File: config.mk
export PLATFORM = sky130hd
export DESIGN_NAME = conv_accel_top
export DESIGN_NICKNAME = d
export VERILOG_FILES = /design/src/logic/conv_data_pkg.sv /design/src/logic/conv_cmd_pkg.sv /design/src/logic/conv_cmd_port.sv /design/src/logic/conv_sequencer.sv /design/src/logic/conv_operand_bank.sv /design/src/logic/conv_mac.sv /design/src/logic/conv_result_port.sv /design/src/logic/conv_accel_top.sv
export SDC_FILE = /design/constraint.sdc
export NUM_CORES = 2
export LEC_CHECK = 0
export BUFFER_PORTS_ARGS = -buffer_cell sky130_fd_sc_hd__buf_2
export CORE_ASPECT_RATIO = 1.25
export CORE_MARGIN = 2
export CORE_UTILIZATION = 40
export DETAILED_ROUTE_END_ITERATION = 7
export REMOVE_ABC_BUFFERS = 1
export SKIP_LAST_GASP = 1
export SYNTH_ARGS = -nofsm -noshare
export SYNTH_HDL_FRONTEND = slang
export SYNTH_HIERARCHICAL = 1
export SYNTH_SLANG_ARGS = --single-unit
File: constraint.sdc
create_clock -name clk_i -period 6.9 [get_ports clk_i]
set_clock_uncertainty 0.05 [all_clocks]
set_input_delay 0.345 -clock clk_i [delete_from_list [all_inputs] [get_ports clk_i]]
set_output_delay 0.345 -clock clk_i [all_outputs]
set_load 0.03 [all_outputs]
File: src/logic/conv_data_pkg.sv
// operands are signed 16 bit; 4 guard bits hold at most 16 full-scale products without overflow.
package conv_data_pkg;

    // signed operand width.
    localparam int WORD_W = 16;

    // two operand widths plus 4 guard bits.
    localparam int ACC_W = 2 * WORD_W + 4;

    // one bank entry.
    typedef logic signed [WORD_W-1:0] conv_word_t;

    // finished dot product as returned to the host.
    typedef struct packed {
        logic signed [ACC_W-1:0] sum;
    } conv_result_t;

endpackage

File: src/logic/conv_cmd_pkg.sv
// opcodes 5 to 7 are not commands; they complete like a clear and change no state.
package conv_cmd_pkg;

    import conv_data_pkg::*;

    typedef enum logic [2:0] {
        OP_LOAD_W  = 3'd0,
        OP_CLEAR_W = 3'd1,
        OP_LOAD_X  = 3'd2,
        OP_CLEAR_X = 3'd3,
        OP_RUN     = 3'd4
    } conv_op_e;

    // one host command, 36 bits.
    typedef struct packed {
        conv_op_e   op;
        // write word1 as well.
        logic       two_words;
        conv_word_t word0;
        conv_word_t word1;
    } conv_cmd_t;

endpackage

File: src/logic/conv_cmd_port.sv
// one command outstanding at a time; cmd_i must stay stable while cmd_req_i is high.
`timescale 1ns/1ps

module conv_cmd_port (
    input  logic                    clk_i,
    input  logic                    rst_i,
    input  logic                    cmd_req_i,
    input  conv_cmd_pkg::conv_cmd_t cmd_i,
    output logic                    cmd_ack_o,
    output logic                    issue_o,
    output conv_cmd_pkg::conv_cmd_t cmd_o,
    input  logic                    finish_i
);

    import conv_cmd_pkg::*;

    typedef enum logic [1:0] {
        P_IDLE,
        P_BUSY,
        P_ACKED
    } port_state_e;

    port_state_e state;
    logic        issue_q;
    conv_cmd_t   cmd_q;

    always_ff @(posedge clk_i) begin
        if (rst_i) begin
            state   <= P_IDLE;
            issue_q <= 1'b0;
        end else begin
            issue_q <= 1'b0;
            case (state)
                P_IDLE: begin
                    if (cmd_req_i) begin
                        issue_q <= 1'b1;
                        state   <= P_BUSY;
                    end
                end
                P_BUSY: begin
                    if (finish_i) begin
                        state <= P_ACKED;
                    end
                end
                P_ACKED: begin
                    // wait for the host to drop req.
                    if (!cmd_req_i) begin
                        state <= P_IDLE;
                    end
                end
                default: state <= P_IDLE;
            endcase
        end
    end

    // command is held until the next acceptance.
    always_ff @(posedge clk_i) begin
        if (state == P_IDLE && cmd_req_i) begin
            cmd_q <= cmd_i;
        end
    end

    assign issue_o   = issue_q;
    assign cmd_o     = cmd_q;
    assign cmd_ack_o = (state == P_ACKED);

endmodule

File: src/logic/conv_sequencer.sv
// DEPTH must be a power of two from 2 to 16; a RUN waits while the result port is busy.
`timescale 1ns/1ps

module conv_sequencer #(
    parameter int DEPTH = 16
) (
    input  logic                    clk_i,
    input  logic                    rst_i,
    input  logic                    issue_i,
    input  conv_cmd_pkg::conv_cmd_t cmd_i,
    output logic                    finish_o,
    input  logic                    busy_i,
    output logic                    x_wr_o,
    output logic                    x_wr2_o,
    output logic                    x_clr_o,
    output logic                    w_wr_o,
    output logic                    w_wr2_o,
    output logic                    w_clr_o,
    output logic                    run_start_o,
    output logic                    rd_adv_o,
    output logic                    mac_start_o,
    output logic                    mac_valid_o,
    output logic                    mac_last_o
);

    import conv_cmd_pkg::*;

    localparam int CW = $clog2(DEPTH);
    localparam logic [CW-1:0] LAST = CW'(DEPTH - 1);

    typedef enum logic [1:0] {
        S_IDLE,
        S_WAIT,
        S_READ,
        S_FLUSH
    } seq_state_e;

    seq_state_e    state;
    logic [CW-1:0] cnt;
    logic          finish_q;

    // bank strobes last only for the issue cycle.
    always_comb begin
        x_wr_o  = 1'b0;
        x_wr2_o = 1'b0;
        x_clr_o = 1'b0;
        w_wr_o  = 1'b0;
        w_wr2_o = 1'b0;
        w_clr_o = 1'b0;
        if (issue_i) begin
            case (cmd_i.op)
                OP_LOAD_W: begin
                    w_wr_o  = 1'b1;
                    w_wr2_o = cmd_i.two_words;
                end
                OP_CLEAR_W: w_clr_o = 1'b1;
                OP_LOAD_X: begin
                    x_wr_o  = 1'b1;
                    x_wr2_o = cmd_i.two_words;
                end
                OP_CLEAR_X: x_clr_o = 1'b1;
                default: ;
            endcase
        end
    end

    always_ff @(posedge clk_i) begin
        if (rst_i) begin
            state    <= S_IDLE;
            cnt      <= '0;
            finish_q <= 1'b0;
        end else begin
            finish_q <= 1'b0;
            case (state)
                S_IDLE: begin
                    if (issue_i) begin
                        if (cmd_i.op == OP_RUN) begin
                            state <= S_WAIT;
                        end else begin
                            finish_q <= 1'b1;
                        end
                    end
                end
                S_WAIT: begin
                    if (!busy_i) begin
                        cnt   <= '0;
                        state <= S_READ;
                    end
                end
                S_READ: begin
                    cnt <= cnt + 1'b1;
                    if (cnt == LAST) begin
                        state <= S_FLUSH;
                    end
                end
                S_FLUSH: begin
                    // lines finish up with the mac done pulse.
                    finish_q <= 1'b1;
                    state    <= S_IDLE;
                end
                default: state <= S_IDLE;
            endcase
        end
    end

    assign finish_o    = finish_q;
    assign run_start_o = (state == S_WAIT) && !busy_i;
    assign mac_start_o = run_start_o;
    assign rd_adv_o    = (state == S_READ);
    assign mac_valid_o = rd_adv_o;
    assign mac_last_o  = rd_adv_o && (cnt == LAST);

endmodule

File: src/logic/conv_operand_bank.sv
// DEPTH must be a power of two; pointers wrap modulo DEPTH and unwritten entries read zero.
`timescale 1ns/1ps

module conv_operand_bank #(
    parameter int DEPTH = 16
) (
    input  logic                     clk_i,
    input  logic                     rst_i,
    input  logic                     clr_i,
    input  logic                     wr_i,
    input  logic                     wr2_i,
    input  conv_data_pkg::conv_word_t word0_i,
    input  conv_data_pkg::conv_word_t word1_i,
    input  logic                     run_start_i,
    input  logic                     rd_adv_i,
    output conv_data_pkg::conv_word_t rd_word_o
);

    import conv_data_pkg::*;

    localparam int AW = $clog2(DEPTH);

    conv_word_t    mem [DEPTH];
    logic [AW-1:0] wr_ptr;
    logic [AW-1:0] rd_ptr;

    always_ff @(posedge clk_i) begin
        if (rst_i || clr_i) begin
            wr_ptr <= '0;
            for (int i = 0; i < DEPTH; i++) begin
                mem[i] <= '0;
            end
        end else if (wr_i) begin
            mem[wr_ptr] <= word0_i;
            if (wr2_i) begin
                mem[wr_ptr + AW'(1)] <= word1_i;
            end
            wr_ptr <= wr_ptr + (wr2_i ? AW'(2) : AW'(1));
        end
    end

    // read side walks from entry 0 on each run.
    always_ff @(posedge clk_i) begin
        if (rst_i || clr_i || run_start_i) begin
            rd_ptr <= '0;
        end else if (rd_adv_i) begin
            rd_ptr <= rd_ptr + 1'b1;
        end
    end

    assign rd_word_o = mem[rd_ptr];

endmodule

File: src/logic/conv_mac.sv
// no saturation; the sum wraps if more than sixteen full-scale products are added.
`timescale 1ns/1ps

module conv_mac (
    input  logic                       clk_i,
    input  logic                       rst_i,
    input  logic                       start_i,
    input  logic                       valid_i,
    input  conv_data_pkg::conv_word_t   x_i,
    input  conv_data_pkg::conv_word_t   w_i,
    input  logic                       last_i,
    output logic                       done_o,
    output conv_data_pkg::conv_result_t result_o
);

    import conv_data_pkg::*;

    logic signed [2*WORD_W-1:0] prod_q;
    logic                       valid_q;
    logic                       last_q;
    logic signed [ACC_W-1:0]    acc_q;
    logic                       done_q;

    // product stage.
    always_ff @(posedge clk_i) begin
        prod_q <= x_i * w_i;
    end

    always_ff @(posedge clk_i) begin
        if (rst_i) begin
            valid_q <= 1'b0;
            last_q  <= 1'b0;
            done_q  <= 1'b0;
        end else begin
            valid_q <= valid_i;
            last_q  <= valid_i && last_i;
            done_q  <= valid_q && last_q;
        end
    end

    always_ff @(posedge clk_i) begin
        if (start_i) begin
            acc_q <= '0;
        end else if (valid_q) begin
            acc_q <= acc_q + ACC_W'(prod_q);
        end
    end

    assign done_o       = done_q;
    assign result_o.sum = acc_q;

endmodule

File: src/logic/conv_result_port.sv
// one result is held at a time; busy stays high until the host drops res_ack_i.
`timescale 1ns/1ps

module conv_result_port (
    input  logic                       clk_i,
    input  logic                       rst_i,
    input  logic                       done_i,
    input  conv_data_pkg::conv_result_t result_i,
    output logic                       busy_o,
    output logic                       res_req_o,
    input  logic                       res_ack_i,
    output conv_data_pkg::conv_result_t res_o
);

    import conv_data_pkg::*;

    typedef enum logic [1:0] {
        R_IDLE,
        R_REQ,
        R_DROP
    } res_state_e;

    res_state_e   state;
    conv_result_t res_q;

    always_ff @(posedge clk_i) begin
        if (rst_i) begin
            state <= R_IDLE;
        end else begin
            case (state)
                R_IDLE: if (done_i) state <= R_REQ;
                R_REQ:  if (res_ack_i) state <= R_DROP;
                // host still holds ack.
                R_DROP: if (!res_ack_i) state <= R_IDLE;
                default: state <= R_IDLE;
            endcase
        end
    end

    always_ff @(posedge clk_i) begin
        if (state == R_IDLE && done_i) begin
            res_q <= result_i;
        end
    end

    assign busy_o    = done_i || (state != R_IDLE);
    assign res_req_o = (state == R_REQ);
    assign res_o     = res_q;

endmodule

File: src/logic/conv_accel_top.sv
// DEPTH must be a power of two from 2 to 16; host and accelerator share clk_i.
`timescale 1ns/1ps

module conv_accel_top #(
    parameter int DEPTH = 16
) (
    input  logic                       clk_i,
    input  logic                       rst_i,
    input  logic                       cmd_req_i,
    input  conv_cmd_pkg::conv_cmd_t     cmd_i,
    output logic                       cmd_ack_o,
    output logic                       res_req_o,
    input  logic                       res_ack_i,
    output conv_data_pkg::conv_result_t res_o
);

    import conv_cmd_pkg::*;
    import conv_data_pkg::*;

    logic         issue;
    logic         finish;
    conv_cmd_t    cmd;
    logic         busy;
    logic         x_wr, x_wr2, x_clr;
    logic         w_wr, w_wr2, w_clr;
    logic         run_start, rd_adv;
    logic         mac_start, mac_valid, mac_last;
    conv_word_t   x_word, w_word;
    logic         done;
    conv_result_t result;

    conv_cmd_port cmd_port0 (
        .clk_i(clk_i), .rst_i(rst_i),
        .cmd_req_i(cmd_req_i), .cmd_i(cmd_i), .cmd_ack_o(cmd_ack_o),
        .issue_o(issue), .cmd_o(cmd), .finish_i(finish)
    );

    conv_sequencer #(.DEPTH(DEPTH)) seq0 (
        .clk_i(clk_i), .rst_i(rst_i),
        .issue_i(issue), .cmd_i(cmd), .finish_o(finish), .busy_i(busy),
        .x_wr_o(x_wr), .x_wr2_o(x_wr2), .x_clr_o(x_clr),
        .w_wr_o(w_wr), .w_wr2_o(w_wr2), .w_clr_o(w_clr),
        .run_start_o(run_start), .rd_adv_o(rd_adv),
        .mac_start_o(mac_start), .mac_valid_o(mac_valid), .mac_last_o(mac_last)
    );

    conv_operand_bank #(.DEPTH(DEPTH)) x_bank (
        .clk_i(clk_i), .rst_i(rst_i), .clr_i(x_clr), .wr_i(x_wr), .wr2_i(x_wr2),
        .word0_i(cmd.word0), .word1_i(cmd.word1),
        .run_start_i(run_start), .rd_adv_i(rd_adv), .rd_word_o(x_word)
    );

    conv_operand_bank #(.DEPTH(DEPTH)) w_bank (
        .clk_i(clk_i), .rst_i(rst_i), .clr_i(w_clr), .wr_i(w_wr), .wr2_i(w_wr2),
        .word0_i(cmd.word0), .word1_i(cmd.word1),
        .run_start_i(run_start), .rd_adv_i(rd_adv), .rd_word_o(w_word)
    );

    conv_mac mac0 (
        .clk_i(clk_i), .rst_i(rst_i), .start_i(mac_start), .valid_i(mac_valid),
        .x_i(x_word), .w_i(w_word), .last_i(mac_last),
        .done_o(done), .result_o(result)
    );

    conv_result_port res_port0 (
        .clk_i(clk_i), .rst_i(rst_i), .done_i(done), .result_i(result),
        .busy_o(busy), .res_req_o(res_req_o), .res_ack_i(res_ack_i), .res_o(res_o)
    );

endmodule

Word-level counts from Yosys, hierarchy flattened
Memory sizes are Yosys's and may differ from the RTL's. A register that Yosys moved wholly into a read port is not among the register bits.
Cells that the tools add are included.
{"block": "totals", "ramBits": 512, "in_bits": 40, "wordCells": 148, "register_bits": 171, "out_inout_bits": 38, "n_memories": 2}
{"name": "w_bank.mem", "depth": 16, "word_bits": 16, "read_ports": 1, "rd_clocked_by_memory_dff": 1, "wr": 16, "line_no": "conv_operand_bank.sv:23", "source": "conv_word_t mem [DEPTH];"}
{"name": "x_bank.mem", "depth": 16, "word_bits": 16, "read_ports": 1, "rd_clocked_by_memory_dff": 1, "wr": 16, "line_no": "conv_operand_bank.sv:23"}
{"block": "classes", "bitwise": 1, "muxes": 67, "n_reduce_logical": 27, "multipliers": 1, "eq_ne": 22, "add_sub_neg": 8}
{"operator": "16-bit two-way mux", "count": 4}
{"operator": "16-bit OR reduction", "count": 4}
{"operator": "1-bit two-way mux", "count": 37}
{"operator": "36-bit by 32-bit adder with 36-bit output", "count": 1}
{"operator": "4-bit two-way mux", "count": 9}
{"operator": "16-bit by 16-bit multiplier with 32-bit output", "count": 1}
{"operator": "2-bit two-way mux", "count": 12}
{"operator": "4-bit by 1-bit adder with 4-bit output, second input constant", "count": 5}
{"operator": "2-bit != test, second input constant", "count": 7}
{"operator": "2-bit one-hot mux with 3 select lines", "count": 2}
{"operator": "4-bit adder", "count": 2}
{"operator": "2-bit equality test, second input constant", "count": 4}
{"operator": "2-bit one-hot mux with 4 select lines", "count": 1}
{"operator": "4-bit one-hot mux with 2 select lines", "count": 1}
{"operator": "2-bit by 1-bit equality test with 1-bit output, second input constant", "count": 3}
{"operator": "3-bit by 2-bit equality test with 1-bit output, second input constant", "count": 2}
{"operator": "1-bit logical AND", "count": 6}
{"operator": "2-bit logical NOT", "count": 3}
{"operator": "2-bit by 1-bit != test with 1-bit output, second input constant", "count": 3}
{"operator": "3-bit AND reduction", "count": 2}
{"operator": "1-bit logical OR", "count": 5}
{"operator": "4-bit equality test, second input constant", "count": 1}
{"operator": "4-bit AND reduction", "count": 1}
{"operator": "2-bit nonzero test", "count": 2}
{"operator": "other kinds (8)", "count": 8}

Logic depth before layout (Yosys ltp)
{"block": "depth", "word_depth": 9, "depth_mapped": 30, "depth_no_buf": 27}

Hierarchy
The synthesis kept the hierarchy.
{"mod": "conv_mac", "cells_per_inst": 1562, "area_each_um2": 13830.8, "n_inst": 1, "seq_area_each_um2": 1421.4}
{"mod": "conv_operand_bank at w_bank", "cells_per_inst": 892, "area_each_um2": 12752.2, "n_inst": 1, "seq_area_each_um2": 7927.6}
{"mod": "conv_operand_bank at x_bank", "cells_per_inst": 893, "area_each_um2": 12269.3, "n_inst": 1, "seq_area_each_um2": 7927.6}
{"mod": "conv_cmd_port", "cells_per_inst": 48, "area_each_um2": 1207.4, "n_inst": 1, "seq_area_each_um2": 1141.1}
{"mod": "conv_result_port", "cells_per_inst": 46, "area_each_um2": 1182.4, "n_inst": 1, "seq_area_each_um2": 1121.1}
{"mod": "conv_sequencer", "cells_per_inst": 61, "area_each_um2": 491.7, "n_inst": 1, "seq_area_each_um2": 140.1}

Least setup slack after synthesis
OpenSTA, ideal clock, no wires.
{"block": "synth_path", "kind": "flip-flop to flip-flop", "from": "register with a tool-made name", "to": "register mac0.prod_q[31]", "setup_slack_ns": -0.400, "period_less_slack_ns": 7.300, "path_buffers": 4, "arrival_time_ns": 7.127, "setup_time_ns": 0.124, "required_time_ns": 6.726, "stages_incl_launch_ff": 29, "cell_sequence": "dfxtp_1 buf_2 buf_2 mux4_2 a22oi_1 nand2_1 buf_1 and2_1 fa_1 inv_1 fa_1 fa_1 inv_1 fa_1 fa_1 inv_1 fa_1 inv_1 ha_1 buf_6 a211oi_2 nor2_1 o41ai_2 o31ai_2 o41ai_4 o2111ai_1 o2111a_1 a311oi_2 xnor2_1"}
{"element": "end signal, assigned", "line_no": "conv_mac.sv:26", "source": "prod_q <= x_i * w_i;"}
{"element": "end, declared", "line_no": "conv_mac.sv:18", "source": "logic signed [2*WORD_W-1:0] prod_q;"}

==> results.toml <==
[cts]
clk_latency_ps = 650
cts-htree-levels = 3
cts-buffers-inserted = 75
clock_tree.buffer_depth = 3
cts_root_buf = "clkbuf_16"
tritoncts_num_sinks = 691
tritoncts = "done"
clk_pin_slew_ps = 60

[critical_path]
timing.critical_path.required_ps = 7420
timing.critical_path.mode_cell = "fa_1"
data_arrival_at_the_endpoint_of_the_critical_path_ps = 7690
critical_path_buf_inv_count = 8
cp_top_family = "adder cells"
worst_r2r_path_depth = 28
worstSetupPathDepth = 28
setup.worst_path.start_class = "flip-flop"
timing.critical_path.slowest_cell_delay_ps = 520
criticalPathCategory = "reg -> reg"
critPathSlowestCell = "fa_1"
worst-path-max-fanout = 8
end_kind = "flip-flop"

[power]
pwr_total_mw = 14.4
switching_share = 0.325
internal_power_mw = 9.74
share_of_total_power_in_the_clock_network = 0.280
combPwrFrac = 0.369
leakage_power_of_the_design_nw = 19.0
power.net_switching_mw = 4.68
p_per_area_nw_per_um2 = 291
seq_power_share = 0.350
power.ir.vdd_worst_uv = 198

[floorplan]
core_region_area_sq_um = 104000
floorplan.rows = 132
io-pin-count = 78
die_width_um = 293
initial_core_util = 0.403
die_h_um = 365
fp.dieArea_sq_um = 107000

[global_route]
globalRouteTotalUtil = 0.228
first_pass_grt_wire_length_um = 183000
number_of_global_route_vias_before_repair = 30600
antenna_found_initial = 1
grt_remaining_overflow = 0
grt_start_max_net_pins = 68

[finish]
final.fill_count = 9186
final_core_util = 0.478
num-nets-final = 4232
mostFrequentLayoutCell = "edfxtp_1"
fin_cells = 5198
layout-drive-gt1-share = 0.222
syn_to_final_growth_pct = 18.6
layout.cells.most_common_list = "584 x edfxtp_1, 491 x nor2_1, 344 x inv_1"
antenna-diode-count = 0

[yosys]
synth_cell_types = 85
syn_area_per_cell_sq_um = 11.9
post_synthesis_cell_count = 3502
syn_area_sq_um = 41700
synth_ff_type = "edfxtp_1"
synth_edf_count = 584
yosysSeqAreaShare = 0.472
synth-async-reset-ratio = 0
ffs_latches_synth = 691
yosys_warnings = 6

[sta]
fin_hold_ws_ps = 168
unrepaired_setup_endpoints_after_global_routing = "yes"
layout_min_cycle_time_ps = 7160
setup_viol = 6
slew_headroom = 0.233
fmaxAchievable_mhz = 140
finalHoldViolations = 0
worstMarginPinSlew_ps = 1150
timing.final.crit_share = 1.04
slew_viol_final = 0
final_critical_path_setup_slack_ps = -260

[routing]
routed_wire_length_per_instance_um = 23.3
vias_per_cell = 5.60
route.antenna.remaining_nets = 0
vias = 29100
drt_iter0_drc = 2598
route.detailed.drc = 0
wl_um = 121000
first_pass_iters = 5

[job]
count_of_maximum_capacitance_violations = 0

[outcome]
outcome = "complete, but fails checks"
violated_checks = "negative setup slack"

[placed_design]
gpl.final_weighted_congestion = 0.845
dp_slack_ps = -472
number_of_cells_in_the_design_after_placement = 4987
placement.io_buffers = 77
hpwl_after_dpl_um = 83500

[worst_hold_path]
timing.hold.worst_path_depth = 2
worst_hold_path_type = "in -> reg"
-- power groups by stage --
| stage | clock network [mW] | registers [mW] | logic (mW) |
|---|---|---|---|
| global placement | 0 | 5.13 | 4.77 |
| CTS | 4.12 | 5.05 | 5.06 |
| detailed placement | 0 | 5.14 | 4.83 |
| finish | 4.04 | 5.05 | 5.32 |
| floorplan | 0 | 5.06 | 3.22 |
| global route | 4.26 | 5.08 | 6.00 |
-- metal layers --
metal	part of all wire	up-vias	GRT usage
met3	0.071	387	0.0331
li1	-	13000	-
met5	0	-	0
met4	0.053	0	0.112
met1	0.36	14500	0.257
met2	0.52	1322	0.419
-- cells by family after synthesis --
| family | share of synthesized area |
|---|---|
| AO/OA/AOI/OAI | 0.0928 |
| XOR/XNOR | 0.0134 |
| multiplexers | 0.0803 |
| adder cells (fa/ha/maj) | 0.166 |
| buffers and inverters | 0.0549 |
| AND/OR/NAND/NOR | 0.121 |
| flip-flops | 0.472 |
-- worst register-to-register path: cells and delay by family (launching register included) --
kind	cells	cell delay, ps
simple gates	3	360
xor+xnor	1	140
flops	1	390
buf+inv	8	740
compound gates	8	1790
mux	1	480
fa+ha+maj	7	3150
-- stage by stage --
stage	setup TNS (ps)	area, sq um
after floorplan	-38350	40800
after global placement	-2150	45700
after detailed placement	-2970	45700
after CTS	-985	49100
after global routing	-3280	49500
final	-1030	49500
-- worst paths after layout --
path                           from                       to  slack, ps
min reg2reg  mac0/last_q$_SDFF_PP0_   mac0/done_o$_SDFF_PP0_        380
max reg2reg               flip-flop  mac0/prod_q[31]$_DFF_P_       -260
max                       flip-flop  mac0/prod_q[31]$_DFF_P_       -260
min                           rst_i   mac0/done_o$_SDFF_PP0_        170
-- flip-flops by register name, summed over array words and instances, names as in the netlist, 32 cells and up, named ones only --
| register | count |
|---|---|
| w_bank/mem | 256 |
| cmd_port0/cmd_o | 36 |
| x_bank/mem | 256 |
| mac0/prod_q | 32 |
| mac0/result_o | 36 |
| res_port0/res_o | 36 |
-- area by class of cell --
| cell class | count | area [sq um] | share of cell area |
|---|---|---|---|
| Tap cell | 1340 | 1680 | 0.0339 |
| Clock inverter | 40 | 395 | 0.00799 |
| Timing Repair Buffer | 430 | 3700 | 0.0748 |
| Sequential cell | 691 | 19700 | 0.398 |
| Inverter | 352 | 1320 | 0.0267 |
| Clock buffer | 97 | 2070 | 0.0418 |
| Multi-Input combinational cell | 2248 | 20600 | 0.417 |
-- cells in the mapped netlist, types with 33 or more instances --
cell type  count  area share
clkbuf_1     144       0.013
nand2_1      235       0.021
nor2b_1       42      0.0063
mux4_2       116       0.063
and2_1       147       0.022
buf_2         33      0.0040
a21oi_1       73      0.0088
nor2_1       496       0.045
edfxtp_1     584        0.42
dfxtp_1      107       0.051
a22oi_1       65       0.012
o21ai_0       89       0.011
nand3_1       58      0.0070
fa_1         265        0.13
inv_1        350       0.031
o22ai_1       98       0.015
ha_1         129       0.039
xnor2_1       46      0.0097
-- timing repair --
action / 4_1_cts / 5_1_grt
resized for setup: 90 / 64
hold buffers: 38 / 0
pin swaps: 47 / 49
hold endpoints to repair: 39 / 0
cloned: 1 / 1
setup buffers: 19 / 15
setup endpoints to repair: 13 / 14
Power figures use the tool's default switching activity.
